## config.mk

```make
export PLATFORM = sky130hd
export DESIGN_NAME = udp_echo_top
export DESIGN_NICKNAME = d
export VERILOG_FILES = /design/src/hdl/udp_echo_pkg.sv /design/src/hdl/frame_rx_parser.sv /design/src/hdl/udp_loopback.sv /design/src/hdl/frame_tx_builder.sv /design/src/hdl/udp_echo_top.sv
export SDC_FILE = /design/constraint.sdc
export NUM_CORES = 1
export LEC_CHECK = 0
export BUFFER_PORTS_ARGS = -buffer_cell sky130_fd_sc_hd__buf_2
export CAP_MARGIN = 5
export CORE_MARGIN = 4
export CORE_UTILIZATION = 60
export CTS_BUF_LIST = sky130_fd_sc_hd__clkbuf_4 sky130_fd_sc_hd__clkbuf_8
export DETAILED_ROUTE_END_ITERATION = 10
export PLACE_DENSITY = 0.75
export SLEW_MARGIN = 20
export SYNTH_ARGS = -nofsm -noshare
export SYNTH_HDL_FRONTEND = slang
export SYNTH_SLANG_ARGS = --single-unit
```

## constraint.sdc

```tcl
create_clock -name clk -period 11.53 [get_ports clk]
set_clock_uncertainty 0.2 [all_clocks]
set_input_delay 2.306 -clock clk [delete_from_list [all_inputs] [get_ports clk]]
set_output_delay 2.306 -clock clk [all_outputs]
set_load 0.1 [all_outputs]
```

## src/hdl/udp_echo_pkg.sv

```systemverilog
// Field types and protocol constants shared by the UDP echo endpoint.

package udp_echo_pkg;

   // One byte of the frame stream.
   typedef logic [7:0] byte_t;

   // Ethernet MAC address.
   typedef logic [47:0] mac_addr_t;

   // IPv4 address.
   typedef logic [31:0] ip_addr_t;

   // UDP port number.
   typedef logic [15:0] udp_port_t;

   // Length or checksum field, 16 bits wide.
   typedef logic [15:0] len16_t;

   // Header sizes in bytes. The IPv4 header carries no options.
   localparam int ETH_HDR_BYTES = 14;
   localparam int IP_HDR_BYTES  = 20;
   localparam int UDP_HDR_BYTES = 8;

   // Ethernet, IPv4 and UDP headers back to back.
   localparam int HDR_BYTES = ETH_HDR_BYTES + IP_HDR_BYTES + UDP_HDR_BYTES;

   // Ethertype of an IPv4 packet.
   localparam len16_t ETHERTYPE_IPV4 = 16'h0800;

   // IP protocol number of UDP.
   localparam byte_t IP_PROTO_UDP = 8'd17;

   // Destination port that gets echoed.
   localparam udp_port_t ECHO_PORT = 16'd1234;

   // Time to live placed in every echoed packet.
   localparam byte_t ECHO_TTL = 8'd64;

endpackage

```

## src/hdl/frame_rx_parser.sv

```systemverilog
// Receive parser that splits a frame into header fields and a payload stream.

`timescale 1ns/1ns
`default_nettype none

module frame_rx_parser (
   input  var logic                   clk,
   input  var logic                   reset,

   input  var udp_echo_pkg::byte_t    in_data,
   input  var logic                   in_valid,
   output var logic                   in_ready,
   input  var logic                   in_last,

   output var logic                   hdr_valid,
   input  var logic                   hdr_ready,
   output var udp_echo_pkg::mac_addr_t dst_mac,
   output var udp_echo_pkg::mac_addr_t src_mac,
   output var udp_echo_pkg::len16_t   ethertype,
   output var udp_echo_pkg::byte_t    ip_proto,
   output var udp_echo_pkg::ip_addr_t src_ip,
   output var udp_echo_pkg::ip_addr_t dst_ip,
   output var udp_echo_pkg::udp_port_t src_port,
   output var udp_echo_pkg::udp_port_t dst_port,
   output var udp_echo_pkg::len16_t   udp_len,

   output var udp_echo_pkg::byte_t    pl_data,
   output var logic                   pl_valid,
   input  var logic                   pl_ready,
   output var logic                   pl_last,

   output var logic                   rx_short
);
   import udp_echo_pkg::*;

   typedef enum logic [1:0] {
      RX_HEADER,
      RX_HOLD,
      RX_PAYLOAD
   } rx_state_t;

   rx_state_t  state;
   logic [5:0] cnt;   // Offset of the next header byte.

   always_ff @(posedge clk) begin
      if (reset) begin
         state    <= RX_HEADER;
         cnt      <= '0;
         rx_short <= 1'b0;
      end else begin
         rx_short <= 1'b0;
         case (state)
            RX_HEADER: begin
               if (in_valid) begin
                  if (in_last) begin
                     // Frame ended inside the header, start over.
                     rx_short <= 1'b1;
                     cnt      <= '0;
                  end else if (cnt == HDR_BYTES - 1) begin
                     state <= RX_HOLD;
                     cnt   <= '0;
                  end else begin
                     cnt <= cnt + 6'd1;
                  end
               end
            end
            RX_HOLD: begin
               if (hdr_ready) state <= RX_PAYLOAD;
            end
            RX_PAYLOAD: begin
               if (in_valid && pl_ready && in_last) state <= RX_HEADER;
            end
            default: state <= RX_HEADER;
         endcase
      end
   end

   // Header bytes arrive most significant first, so each field shifts left.
   always_ff @(posedge clk) begin
      if (state == RX_HEADER && in_valid) begin
         if (cnt < 6) begin
            dst_mac <= {dst_mac[39:0], in_data};
         end else if (cnt < 12) begin
            src_mac <= {src_mac[39:0], in_data};
         end else if (cnt < ETH_HDR_BYTES) begin
            ethertype <= {ethertype[7:0], in_data};
         end else if (cnt == ETH_HDR_BYTES + 9) begin
            ip_proto <= in_data;
         end else if (cnt >= ETH_HDR_BYTES + 12 && cnt < ETH_HDR_BYTES + 16) begin
            src_ip <= {src_ip[23:0], in_data};
         end else if (cnt >= ETH_HDR_BYTES + 16 && cnt < ETH_HDR_BYTES + IP_HDR_BYTES) begin
            dst_ip <= {dst_ip[23:0], in_data};
         end else if (cnt >= HDR_BYTES - 8 && cnt < HDR_BYTES - 6) begin
            src_port <= {src_port[7:0], in_data};
         end else if (cnt >= HDR_BYTES - 6 && cnt < HDR_BYTES - 4) begin
            dst_port <= {dst_port[7:0], in_data};
         end else if (cnt >= HDR_BYTES - 4 && cnt < HDR_BYTES - 2) begin
            udp_len <= {udp_len[7:0], in_data};
         end
      end
   end

   assign hdr_valid = (state == RX_HOLD);

   // Payload passes straight through once the header is gone.
   assign pl_data  = in_data;
   assign pl_last  = in_last;
   assign pl_valid = (state == RX_PAYLOAD) && in_valid;
   assign in_ready = (state == RX_HEADER) || ((state == RX_PAYLOAD) && pl_ready);

   hdr_hold_a: assert property (@(posedge clk) disable iff (reset)
      hdr_valid && !hdr_ready |=> hdr_valid)
      else $error("hdr_valid fell before the header was accepted.");

endmodule

`default_nettype wire

```

## src/hdl/udp_loopback.sv

```systemverilog
// Echo match logic, header field swap and payload gating per frame.

`timescale 1ns/1ns
`default_nettype none

module udp_loopback (
   input  var logic                    clk,
   input  var logic                    reset,
   input  var udp_echo_pkg::mac_addr_t local_mac,
   input  var udp_echo_pkg::ip_addr_t  local_ip,

   input  var logic                    hdr_valid,
   output var logic                    hdr_ready,
   input  var udp_echo_pkg::mac_addr_t dst_mac,
   input  var udp_echo_pkg::mac_addr_t src_mac,
   input  var udp_echo_pkg::len16_t    ethertype,
   input  var udp_echo_pkg::byte_t     ip_proto,
   input  var udp_echo_pkg::ip_addr_t  src_ip,
   input  var udp_echo_pkg::ip_addr_t  dst_ip,
   input  var udp_echo_pkg::udp_port_t src_port,
   input  var udp_echo_pkg::udp_port_t dst_port,
   input  var udp_echo_pkg::len16_t    udp_len,

   input  var udp_echo_pkg::byte_t     pl_data,
   input  var logic                    pl_valid,
   output var logic                    pl_ready,
   input  var logic                    pl_last,

   output var logic                    tx_hdr_valid,
   input  var logic                    tx_hdr_ready,
   output var udp_echo_pkg::mac_addr_t eth_dst,
   output var udp_echo_pkg::ip_addr_t  ip_dst,
   output var udp_echo_pkg::udp_port_t port_src,
   output var udp_echo_pkg::udp_port_t port_dst,
   output var udp_echo_pkg::len16_t    tx_udp_len,

   output var udp_echo_pkg::byte_t     tx_pl_data,
   output var logic                    tx_pl_valid,
   input  var logic                    tx_pl_ready,
   output var logic                    tx_pl_last,

   output var logic                    rx_drop
);
   import udp_echo_pkg::*;

   logic match;
   logic fwd_reg;    // Payload of the current frame goes to the builder.
   logic drop_reg;   // Payload of the current frame is thrown away.

   assign match = (dst_mac == local_mac) && (ethertype == ETHERTYPE_IPV4) &&
                  (ip_proto == IP_PROTO_UDP) && (dst_ip == local_ip) &&
                  (dst_port == ECHO_PORT);

   always_ff @(posedge clk) begin
      if (reset) begin
         fwd_reg  <= 1'b0;
         drop_reg <= 1'b0;
      end else if (hdr_valid && hdr_ready) begin
         fwd_reg  <= match;
         drop_reg <= !match;
      end else if (pl_valid && pl_ready && pl_last) begin
         fwd_reg  <= 1'b0;
         drop_reg <= 1'b0;
      end
   end

   // A dropped header is taken at once; an echoed one waits for the builder.
   assign hdr_ready    = match ? tx_hdr_ready : 1'b1;
   assign tx_hdr_valid = hdr_valid && match;
   assign rx_drop      = hdr_valid && hdr_ready && !match;

   assign eth_dst    = src_mac;
   assign ip_dst     = src_ip;
   assign port_src   = dst_port;
   assign port_dst   = src_port;
   assign tx_udp_len = udp_len;

   assign tx_pl_data  = pl_data;
   assign tx_pl_last  = pl_last;
   assign tx_pl_valid = pl_valid && fwd_reg;
   assign pl_ready    = (tx_pl_ready && fwd_reg) || drop_reg;

   verdict_a: assert property (@(posedge clk) disable iff (reset)
      pl_valid |-> (fwd_reg ^ drop_reg))
      else $error("Payload byte seen without exactly one verdict held.");

endmodule

`default_nettype wire

```

## src/hdl/frame_tx_builder.sv

```systemverilog
// Transmit builder that checksums and serializes the echo header, then the payload.

`timescale 1ns/1ns
`default_nettype none

module frame_tx_builder (
   input  var logic                    clk,
   input  var logic                    reset,
   input  var udp_echo_pkg::mac_addr_t local_mac,
   input  var udp_echo_pkg::ip_addr_t  local_ip,

   input  var logic                    tx_hdr_valid,
   output var logic                    tx_hdr_ready,
   input  var udp_echo_pkg::mac_addr_t eth_dst,
   input  var udp_echo_pkg::ip_addr_t  ip_dst,
   input  var udp_echo_pkg::udp_port_t port_src,
   input  var udp_echo_pkg::udp_port_t port_dst,
   input  var udp_echo_pkg::len16_t    udp_len,

   input  var udp_echo_pkg::byte_t     tx_pl_data,
   input  var logic                    tx_pl_valid,
   output var logic                    tx_pl_ready,
   input  var logic                    tx_pl_last,

   output var udp_echo_pkg::byte_t     out_data,
   output var logic                    out_valid,
   input  var logic                    out_ready,
   output var logic                    out_last
);
   import udp_echo_pkg::*;

   typedef enum logic [1:0] {
      TX_IDLE,
      TX_SUM,
      TX_HEADER,
      TX_PAYLOAD
   } tx_state_t;

   tx_state_t  state;
   logic [5:0] idx;   // Header byte now on the output.

   mac_addr_t  eth_dst_r;
   ip_addr_t   ip_dst_r;
   udp_port_t  port_src_r;
   udp_port_t  port_dst_r;
   len16_t     udp_len_r;
   len16_t     ip_csum;

   len16_t     total_len;
   logic [19:0] sum;
   logic [16:0] fold;
   logic [HDR_BYTES*8-1:0] hdr_vec;

   assign total_len = udp_len_r + len16_t'(IP_HDR_BYTES);

   // Ones' complement sum of the ten IPv4 header words, checksum word as zero.
   assign sum = 20'h04500 + 20'(total_len) + 20'({ECHO_TTL, IP_PROTO_UDP}) +
                20'(local_ip[31:16]) + 20'(local_ip[15:0]) +
                20'(ip_dst_r[31:16]) + 20'(ip_dst_r[15:0]);
   assign fold = 17'(sum[15:0]) + 17'(sum[19:16]);

   always_ff @(posedge clk) begin
      if (reset) begin
         state <= TX_IDLE;
         idx   <= '0;
      end else begin
         case (state)
            TX_IDLE: begin
               if (tx_hdr_valid) state <= TX_SUM;
            end
            TX_SUM: begin
               state <= TX_HEADER;
            end
            TX_HEADER: begin
               if (out_ready) begin
                  if (idx == HDR_BYTES - 1) begin
                     state <= TX_PAYLOAD;
                     idx   <= '0;
                  end else begin
                     idx <= idx + 6'd1;
                  end
               end
            end
            TX_PAYLOAD: begin
               if (tx_pl_valid && out_ready && tx_pl_last) state <= TX_IDLE;
            end
            default: state <= TX_IDLE;
         endcase
      end
   end

   always_ff @(posedge clk) begin
      if (state == TX_IDLE && tx_hdr_valid) begin
         eth_dst_r  <= eth_dst;
         ip_dst_r   <= ip_dst;
         port_src_r <= port_src;
         port_dst_r <= port_dst;
         udp_len_r  <= udp_len;
      end
      if (state == TX_SUM) begin
         ip_csum <= ~(fold[15:0] + 16'(fold[16]));   // Second carry fold.
      end
   end

   // Whole header, first byte in the top bits. Identification and fragment are zero.
   assign hdr_vec = {eth_dst_r, local_mac, ETHERTYPE_IPV4,
                     8'h45, 8'h00, total_len, 16'h0000, 16'h0000,
                     ECHO_TTL, IP_PROTO_UDP, ip_csum, local_ip, ip_dst_r,
                     port_src_r, port_dst_r, udp_len_r, 16'h0000};

   assign tx_hdr_ready = (state == TX_IDLE);
   assign tx_pl_ready  = (state == TX_PAYLOAD) && out_ready;

   always_comb begin
      case (state)
         TX_HEADER: begin
            out_data  = hdr_vec[(HDR_BYTES - 1 - idx) * 8 +: 8];
            out_valid = 1'b1;
            out_last  = 1'b0;
         end
         TX_PAYLOAD: begin
            out_data  = tx_pl_data;
            out_valid = tx_pl_valid;
            out_last  = tx_pl_last;
         end
         default: begin
            out_data  = '0;
            out_valid = 1'b0;
            out_last  = 1'b0;
         end
      endcase
   end

   // Holds for header bytes here and for payload bytes held by the upstream blocks.
   out_stable_a: assert property (@(posedge clk) disable iff (reset)
      out_valid && !out_ready |=> $stable(out_data))
      else $error("out_data changed while stalled by out_ready.");

endmodule

`default_nettype wire

```

## src/hdl/udp_echo_top.sv

```systemverilog
// Top level of the UDP echo endpoint with parser, loopback and builder.

`timescale 1ns/1ns
`default_nettype none

module udp_echo_top (
   input  var logic                    clk,
   input  var logic                    reset,
   input  var udp_echo_pkg::mac_addr_t local_mac,
   input  var udp_echo_pkg::ip_addr_t  local_ip,

   input  var udp_echo_pkg::byte_t     in_data,
   input  var logic                    in_valid,
   output var logic                    in_ready,
   input  var logic                    in_last,

   output var udp_echo_pkg::byte_t     out_data,
   output var logic                    out_valid,
   input  var logic                    out_ready,
   output var logic                    out_last,

   output var logic                    rx_drop,
   output var logic                    rx_short
);
   import udp_echo_pkg::*;

   // Parser to loopback.
   logic hdr_valid, hdr_ready;
   mac_addr_t dst_mac, src_mac;
   len16_t ethertype, udp_len;
   byte_t ip_proto, pl_data;
   ip_addr_t src_ip, dst_ip;
   udp_port_t src_port, dst_port;
   logic pl_valid, pl_ready, pl_last;

   // Loopback to builder.
   logic tx_hdr_valid, tx_hdr_ready;
   mac_addr_t eth_dst;
   ip_addr_t ip_dst;
   udp_port_t port_src, port_dst;
   len16_t tx_udp_len;
   byte_t tx_pl_data;
   logic tx_pl_valid, tx_pl_ready, tx_pl_last;

   frame_rx_parser i_frame_rx_parser (
      .clk(clk), .reset(reset),
      .in_data(in_data), .in_valid(in_valid), .in_ready(in_ready), .in_last(in_last),
      .hdr_valid(hdr_valid), .hdr_ready(hdr_ready),
      .dst_mac(dst_mac), .src_mac(src_mac), .ethertype(ethertype), .ip_proto(ip_proto),
      .src_ip(src_ip), .dst_ip(dst_ip), .src_port(src_port), .dst_port(dst_port),
      .udp_len(udp_len),
      .pl_data(pl_data), .pl_valid(pl_valid), .pl_ready(pl_ready), .pl_last(pl_last),
      .rx_short(rx_short)
   );

   udp_loopback i_udp_loopback (
      .clk(clk), .reset(reset), .local_mac(local_mac), .local_ip(local_ip),
      .hdr_valid(hdr_valid), .hdr_ready(hdr_ready),
      .dst_mac(dst_mac), .src_mac(src_mac), .ethertype(ethertype), .ip_proto(ip_proto),
      .src_ip(src_ip), .dst_ip(dst_ip), .src_port(src_port), .dst_port(dst_port),
      .udp_len(udp_len),
      .pl_data(pl_data), .pl_valid(pl_valid), .pl_ready(pl_ready), .pl_last(pl_last),
      .tx_hdr_valid(tx_hdr_valid), .tx_hdr_ready(tx_hdr_ready),
      .eth_dst(eth_dst), .ip_dst(ip_dst), .port_src(port_src), .port_dst(port_dst),
      .tx_udp_len(tx_udp_len),
      .tx_pl_data(tx_pl_data), .tx_pl_valid(tx_pl_valid), .tx_pl_ready(tx_pl_ready),
      .tx_pl_last(tx_pl_last),
      .rx_drop(rx_drop)
   );

   frame_tx_builder i_frame_tx_builder (
      .clk(clk), .reset(reset), .local_mac(local_mac), .local_ip(local_ip),
      .tx_hdr_valid(tx_hdr_valid), .tx_hdr_ready(tx_hdr_ready),
      .eth_dst(eth_dst), .ip_dst(ip_dst), .port_src(port_src), .port_dst(port_dst),
      .udp_len(tx_udp_len),
      .tx_pl_data(tx_pl_data), .tx_pl_valid(tx_pl_valid), .tx_pl_ready(tx_pl_ready),
      .tx_pl_last(tx_pl_last),
      .out_data(out_data), .out_valid(out_valid), .out_ready(out_ready),
      .out_last(out_last)
   );

endmodule

`default_nettype wire

```

==> results of run 1 <==
==> worst max-delay path, delay by kind of cell, from the launching register on <==
kind | cells | cell delay, ns
xor gates and xnor gates | 3 | 0.63
AOI/OAI and AO/OA | 10 | 2.21
buffers and inverters | 3 | 0.17
adders and majority gates | 8 | 2.93
DFF | 1 | 0.54
and+or+nand+nor | 14 | 3.88
==> logic make-up after synthesis <==
kind of cell               after synthesis  share of synthesized area, %
DFF                                    395                         61.88
and+or+nand+nor                        229                         6.501
AOI/OAI and AO/OA                      163                         6.169
xor gates and xnor gates               148                         6.912
buffers and inverters                  136                         2.786
adders and majority gates              100                         8.584
muxes                                   88                         7.171
==> worst min path at each step <==
stage | from | endpoint | slack [ns] | cells after the start
6_report | i_frame_rx_parser.src_port[11] | i_frame_tx_builder.port_dst_r[11] | 0.21 | 0
5_1_grt | i_frame_rx_parser.src_port[11] | i_frame_tx_builder.port_dst_r[11] | 0.22 | 0
4_1_cts | i_frame_rx_parser.src_port[11] | i_frame_tx_builder.port_dst_r[11] | 0.21 | 0
3_5_place_dp | i_frame_rx_parser.src_port[11] | i_frame_tx_builder.port_dst_r[11] | 0.20 | 0
3_3_place_gp | i_frame_rx_parser.udp_len[12] | i_frame_tx_builder.udp_len_r[12] | 0.20 | 0
2_1_floorplan | i_frame_rx_parser.src_mac[40] | i_frame_tx_builder.eth_dst_r[40] | 0.20 | 0
==> report_power, final <==
group	leakage, nW	internal, W	switching (W)
Sequential	3.57	0.00158	0.00000669
Combinational	3.15	0.000189	0.000305
Clock	0.658	0.000631	0.000544
Total	7.38	0.00240	0.000856
==> layout make-up <==
| cell class | instances | area share, % |
|---|---|---|
| diodes | 1 | 0.01183 |
| clock buffers | 84 | 4.905 |
| repair buffers | 119 | 3.041 |
| clock inverters | 31 | 0.9762 |
| well taps | 396 | 2.343 |
| multi-input cells | 728 | 31.82 |
| inverters | 95 | 1.686 |
| flip-flops and latches | 395 | 55.21 |
==> routing by layer <==
metal / routed length [um] / part of all wire [%]
met2: 22160 / 47
met5: 0 / 0
met3: 3419 / 7.3
met4: 1819 / 3.9
met1: 19650 / 42
==> per-stage QoR <==
step / area (um2) / std cells / hold slack [ns] / TNS (ns)
2_1_floorplan: 18860 / 1259 / 0.2003 / 0
6_report: 21150 / 1849 / 0.2108 / 0
3_3_place_gp: 19870 / 1732 / 0.2008 / 0
3_5_place_dp: 19890 / 1733 / 0.2045 / 0
4_1_cts: 21130 / 1848 / 0.2138 / 0
5_1_grt: 21150 / 1848 / 0.2157 / -0.02092
==> Yosys cell counts, types with 6 or more instances <==
cell type / number / area, um2
sky130_fd_sc_hd__edfxtp_1: 376 / 11290
sky130_fd_sc_hd__inv_1: 93 / 349.1
sky130_fd_sc_hd__xnor2_1: 89 / 779.5
sky130_fd_sc_hd__xor2_1: 58 / 508.0
sky130_fd_sc_hd__nor2_1: 55 / 206.5
sky130_fd_sc_hd__ha_1: 51 / 638.1
sky130_fd_sc_hd__fa_1: 49 / 980.9
sky130_fd_sc_hd__nand2_1: 44 / 165.2
sky130_fd_sc_hd__a21oi_1: 39 / 195.2
sky130_fd_sc_hd__mux4_2: 36 / 810.8
sky130_fd_sc_hd__mux2i_1: 35 / 350.3
sky130_fd_sc_hd__o21ai_0: 32 / 160.2
sky130_fd_sc_hd__nand4_1: 26 / 162.7
sky130_fd_sc_hd__clkbuf_1: 25 / 93.84
sky130_fd_sc_hd__nor4_1: 21 / 131.4
sky130_fd_sc_hd__dfxtp_1: 19 / 380.4
sky130_fd_sc_hd__mux2_2: 17 / 191.4
sky130_fd_sc_hd__nor3_1: 16 / 80.08
sky130_fd_sc_hd__nand3_1: 14 / 70.07
sky130_fd_sc_hd__a221oi_1: 11 / 96.34
sky130_fd_sc_hd__nor2b_1: 10 / 62.56
sky130_fd_sc_hd__buf_1: 9 / 33.78
sky130_fd_sc_hd__a211oi_1: 7 / 52.55
sky130_fd_sc_hd__o22ai_1: 7 / 43.79
sky130_fd_sc_hd__a32o_1: 6 / 60.06
sky130_fd_sc_hd__and2_1: 6 / 37.54
sky130_fd_sc_hd__nor3b_1: 6 / 45.04
sky130_fd_sc_hd__o221ai_1: 6 / 52.55
==> what timing repair did <==
action	in CTS	in global routing
setup endpoints to repair	0	1
gates resized for setup	0	1
buffers inserted	0	0
hold endpoints to repair	0	0
==> impl_summary.md, run 1 <==
Final layout
Summing all multi-input logic gate instances after layout gives 6730 um2. After the last flow step, the layout net total stands at 1593. Summing all flip-flop and latch instances after layout gives 11680 um2. In the layout the commonest cells are 376 x sky130_fd_sc_hd__edfxtp_1, 105 x sky130_fd_sc_hd__buf_2, 93 x sky130_fd_sc_hd__inv_1, 89 x sky130_fd_sc_hd__xnor2_1, 65 x sky130_fd_sc_hd__clkbuf_8. The utilization after layout is 68.60%. Relative to the synthesized area, the layout overhead comes to 12.12%. In the final layout, the share of cells above drive strength 1 is 21.07%.

Leaving out fill and tap cells, the most frequent cell in the layout is sky130_fd_sc_hd__edfxtp_1. In the final layout, the registers with the most flip-flops are i_frame_rx_parser.dst_mac (48), i_frame_rx_parser.src_mac (48), i_frame_tx_builder.eth_dst_r (48). The layout has 2093 filler cells.

Logic synthesis
The sequential area share after synthesis is between 60% and 70%. The number of enable-type register cells in the synthesized netlist is 376. The async set-or-reset flop fraction in the synthesized netlist is 0%. During synthesis, Yosys emitted a total of 0 warnings.

After synthesis the netlist holds a flip-flop and latch count of 395. The number of nets handed over by synthesis was 1452. After synthesis the cells add up to 18860 um2. The count of unique library cells instantiated by Yosys is 83.

Synthesis produced a netlist whose cell count is 1259. The most used flip-flop cell after synthesis is sky130_fd_sc_hd__edfxtp_1. Dividing the synthesized area by the synthesized cell count gives about 15 um2.

Timing
The hold violation count in the final report is 0. The number of max-slew violations in the final report was 0. The highest clock frequency the design can meet is 92.44 MHz.

The slew of the pin with the lowest slew margin is about 0.90 ns. Once routing completed, OpenROAD measured the worst setup slack at approximately 0.7 ns. The post-layout minimum cycle time is roughly 11 ns.

The final period utilization is 93.82%. The final setup violation count is 0. Measured against its own limit, the worst slew margin works out to 40.15%.

Setup path
The worst reg2reg path endpoint is i_frame_tx_builder.ip_csum[15]. The end point of the critical path is i_frame_tx_builder.ip_csum[15]. The worst setup path is captured at a flip-flop. Across all register-to-register paths, the minimum setup slack is 0.71 ns. The start-to-end type of the worst setup path is reg -> reg.

The category of the worst setup path launch point is a flip-flop. The number of cell instances on the worst register-to-register path is 38. In this run the worst path has a maximum fanout of 6. The critical register-to-register path startpoint is i_frame_tx_builder.udp_len_r[2]. The most critical setup path has its startpoint at i_frame_tx_builder.udp_len_r[2]. The cell type of the slowest stage on the worst timing path is sky130_fd_sc_hd__edfxtp_1. The delay of the slowest critical-path stage is 0.54 ns. STA puts the critical path data required time at about 12 ns. Data on the critical path arrives at its endpoint at 10.98 ns.

CTS
In this run the clock root is driven by a sky130_fd_sc_hd__clkbuf_8. After clock tree synthesis, the clock-pin slew on the worst setup and hold paths is 0.06 ns. The clock tree synthesis step divided the H-tree into 2 levels. TritonCTS created 61 clock buffers. TritonCTS built the clock tree.

The buffer depth of the longest clock path is 3. After clock tree synthesis, the flow added hold-fix buffers numbering 0. Clock tree synthesis found a total of 395 sinks. The clock latency on the worst-skew pair is 0.63 ns.

Power and ir drop
The overall power of the completed layout is around 0.0033 W. The areal power density over the cells is 154.0 nW/um2. For this design the static power due to leakage is around 7.4 nW. The worst-case IR drop observed on VDD is 116.6 uV.

Drt
The pre-antenna-repair detailed-routing pass consisted of 7 iterations. The total DRC errors in the routed layout is 0. The number of nets still failing antenna checks after routing is 0.

The DRC violation total after the first TritonRoute iteration is 1189. The detail-routed net length per standard cell is 25.44 um. The final wirelength is 47.05 mm. The vias after detailed routing is 11190. After detailed routing, the number of vias per cell comes to 6.053.

Global route
The maximum number of pins on one net before global-route repair is 69. In this run the most used layer during global routing was met2. The number of global-route vias before repair is 11180.

The met3 track utilization from global routing is 4.851%. For this run, global-route usage on met2 was measured as a little over two fifths. The met1 usage is 39.64%.

For this run, the total global-route usage over all layers was measured as 27.68%. Global routing finished with a remaining overflow of 0. The initial antenna violation count is 0. The first-pass GRT wire length is 69.41 mm.

Floorplanning
The area of the core is 30830 um2. The die is 185.3 um wide. The floorplan step set the die height to 185.3 um. The overall die area is 34340 um2. 106 I/O pins were placed. The initial utilization of the core area, before any placement, comes to 61.18%. The number of placement rows is 64.

Place
Routability-driven placement finished with a final weighted congestion of 0.9800. The total of buffers placed on input and output ports is 105. The wire-length estimate of the detail-placed layout is 34.19 mm. The post-place setup slack is 0.2373 ns.

Job
The tool flagged a number of max-cap violations equal to 0.

Outcome
The run finished with clean final reports.

Min path
The path class of the tightest hold or removal check is reg -> reg.
Note: power is estimated with default switching activity, not from simulation.
==> run 2, diff against run 1 <==
- CORE_UTILIZATION: 60 -> 50
- PLACE_DENSITY: 0.75 -> 0.63
==> run 2 against run 1 <==
  * Clock power rose by 5%
  * Sequential cell count did not move
  * Non-clock buffer count increased by 1
  * Die area up 19%
  * Sequential power about the same
  * Sequential share of layout area shrank 0.58 points
  * Worst hold slack lost 0.016 ns
  * Routed wire length grew 4.3%
  * Fmax grew 0.27%
==> impl_summary.md, run 2 (same netlist as run 1, synthesis figures left out) <==
CTS
The buffer count from post-CTS setup fixing is 0. Buffers inserted during clock tree synthesis total 68. The buffer depth of the longest clock path is 3. The H-tree generated during clock tree synthesis spans 3 levels.

The tree is rooted in a sky130_fd_sc_hd__clkbuf_8. The clock reaches the later pin of the worst-skew pair after 0.62 ns. The tree built by TritonCTS fans out to 395 sinks.

TritonCTS built the clock tree. Clock-pin slew was measured on the worst setup and hold paths at about 0.060 ns.

Drt
The first-pass iteration count of the detailed router is 5. The number of nets still failing antenna checks after routing is 0. The total DRC errors in the routed layout is 0. The vias after detailed routing is 11270.

For this block, the initial DRC count from the detailed router was 1177. After detailed routing, the number of vias per cell comes to 5.733. The detail-routed net length per standard cell is 24.96 um. The final layout contains routed wiring with a total length of between 40 and 50 mm.

Power and ir drop
The largest voltage drop on the vdd net is 137.4 uV. The areal power density over the cells is 155.2 nW/um2. The analysis attributes to cell leakage a power of 7.421 nW.

Floorplanning
The floorplan has 70 rows. The area of the core is 36870 um2. The floorplan step defined a die boundary enclosing between 40000 and 50000 um2.

Measured along the y axis, the die boundary spans 202.2 um. Measured along the x axis, the die boundary spans 202.2 um. The starting utilization of the core area is 51.15%.

106 I/O pins were placed.

Place
The placed wire-length estimate after detailed placement is 35.31 mm. The final weighted congestion in routability-driven placement is 0.9066. The post-place setup slack is 0.2213 ns. During placement, the flow inserted port buffers numbering 105.

Job
The max-cap violation count is 0.

Min path
In this run the most critical hold path is launched from i_frame_rx_parser.udp_len[9]. The path class of the tightest hold or removal check is reg -> reg.

Timing
The hold violation count in the final report came to 0. Headroom to the max-slew limit came out at 31.44%. Once routing completed, OpenROAD measured the worst setup slack at ~0.74 ns. The post-layout minimum cycle time is 10.79 ns.

The highest clock frequency the design can meet is 92.70 MHz. The final sum of negative setup slack is 0 ns. The final setup violation count is 0. The final period utilization is 93.56%. Setup repair after global routing left no endpoint under its margin.

For the pin with the worst max-slew slack, the measured transition is around 1.0 ns. The number of max-slew violations in the final report is 0.

Global route
The initial antenna violation count is 1. For this run the aggregate overflow at the end of global routing stands at 0. The total global-route track usage is between 20% and 30%. Entering global routing, the biggest net connects 72 pins.

The number of global-route vias before repair came to 11480. The first-pass GRT wire length is between 70 and 80 mm.

Setup path
The critical path is of the in -> reg type. For this design, the slowest cell found on the critical path is sky130_fd_sc_hd__fa_1. The gate family responsible for the most delay along the worst path is simple AND/OR/NAND/NOR gates.

On the worst path, the slowest cell contributes a delay of 0.51 ns. The number of buffers and inverters on the critical path is 2. The critical register-to-register path startpoint is i_frame_tx_builder.udp_len_r[2].

STA classifies the critical path startpoint as an input port. The kind of end point of the critical path is a flip-flop. By instance count, the cell type seen most on the critical path is sky130_fd_sc_hd__fa_1.

The data arrival time of the worst path is approximately 11 ns. For the worst setup path, the data required time is 11.67 ns. Tracing the worst setup path back leads to its startpoint at local_ip[2]. The maximum fanout count along the critical path is 4.

Final layout
In the final design database the tool counted about 1600 nets. The fill cell total of the finished layout is around 3000. In the final layout, the share of cells above drive strength 1 is 21.48%. The library cell used most frequently in the layout, excluding fill and tap cells, is sky130_fd_sc_hd__edfxtp_1. The relative area change from synthesis to final layout is 13.31%.

The library cells used most frequently in the layout, excluding fill and tap cells, are 376 x sky130_fd_sc_hd__edfxtp_1, 105 x sky130_fd_sc_hd__buf_2, 93 x sky130_fd_sc_hd__inv_1, 88 x sky130_fd_sc_hd__xnor2_1, 72 x sky130_fd_sc_hd__clkbuf_8. The repair_antennas step left the layout with diodes totalling 0. In the final layout, the registers with the most flip-flops are i_frame_rx_parser.dst_mac (48), i_frame_rx_parser.src_mac (48), i_frame_tx_builder.eth_dst_r (48).

Outcome
The flow ran to the end, and the final reports show no timing, DRC or antenna violations.
==> run 2: report_power, final <==
group / internal (W) / total [W] / leakage [nW] / switching, W
Combinational: 0.000189 / 0.000495 / 3.16 / 0.000305
Sequential: 0.00158 / 0.00159 / 3.57 / 0.00000621
Clock: 0.000658 / 0.00124 / 0.687 / 0.000578
Total: 0.00243 / 0.00332 / 7.42 / 0.000890
==> run 2: layout make-up <==
type,count,area [um2],area share (%)
clock buffers,88,1111,5.199
well taps,504,630.6,2.951
inverters,95,356.6,1.669
clock inverters,36,203.9,0.9543
flip-flops and latches,395,11680,54.63
repair buffers,120,650.6,3.044
multi-input cells,728,6743,31.55
==> run 2: final timing paths <==
path,to,slack (ns),cells after the start
min reg2reg,i_frame_tx_builder.udp_len_r[9],0.20,0
min,i_frame_tx_builder.udp_len_r[9],0.20,0
max reg2reg,i_frame_tx_builder.ip_csum[15],0.82,38
max,i_frame_tx_builder.ip_csum[15],0.74,34
==> run 2: metrics by stage <==
step	total power, W	util [%]	cell area, um2	hold slack [ns]	std cells
finish	0.003317	57.96	21370	0.1953	1966
global placement	0.002108	54.29	20020	0.2003	1841
CTS	0.003345	57.85	21330	0.2037	1965
floorplan	0.001952	-	18860	0.2003	1259
global route	0.003465	57.96	21370	0.2101	1966
detailed placement	0.002105	54.29	20020	0.2054	1841
==> run 2: what timing repair did <==
item,4_1_cts,5_1_grt
resized for setup,0,2
endpoints found under the setup margin,0,1
hold buffers,0,0
==> run 2: layer usage <==
metal  global-route usage [%]  vias up  routed length [um]
met3                    4.749       85                3803
met1                    34.45     5687               20940
met2                    38.11      438               22970
met5                        0        -                   0
li1                         -     5061                   -
met4                    7.565        0                1359
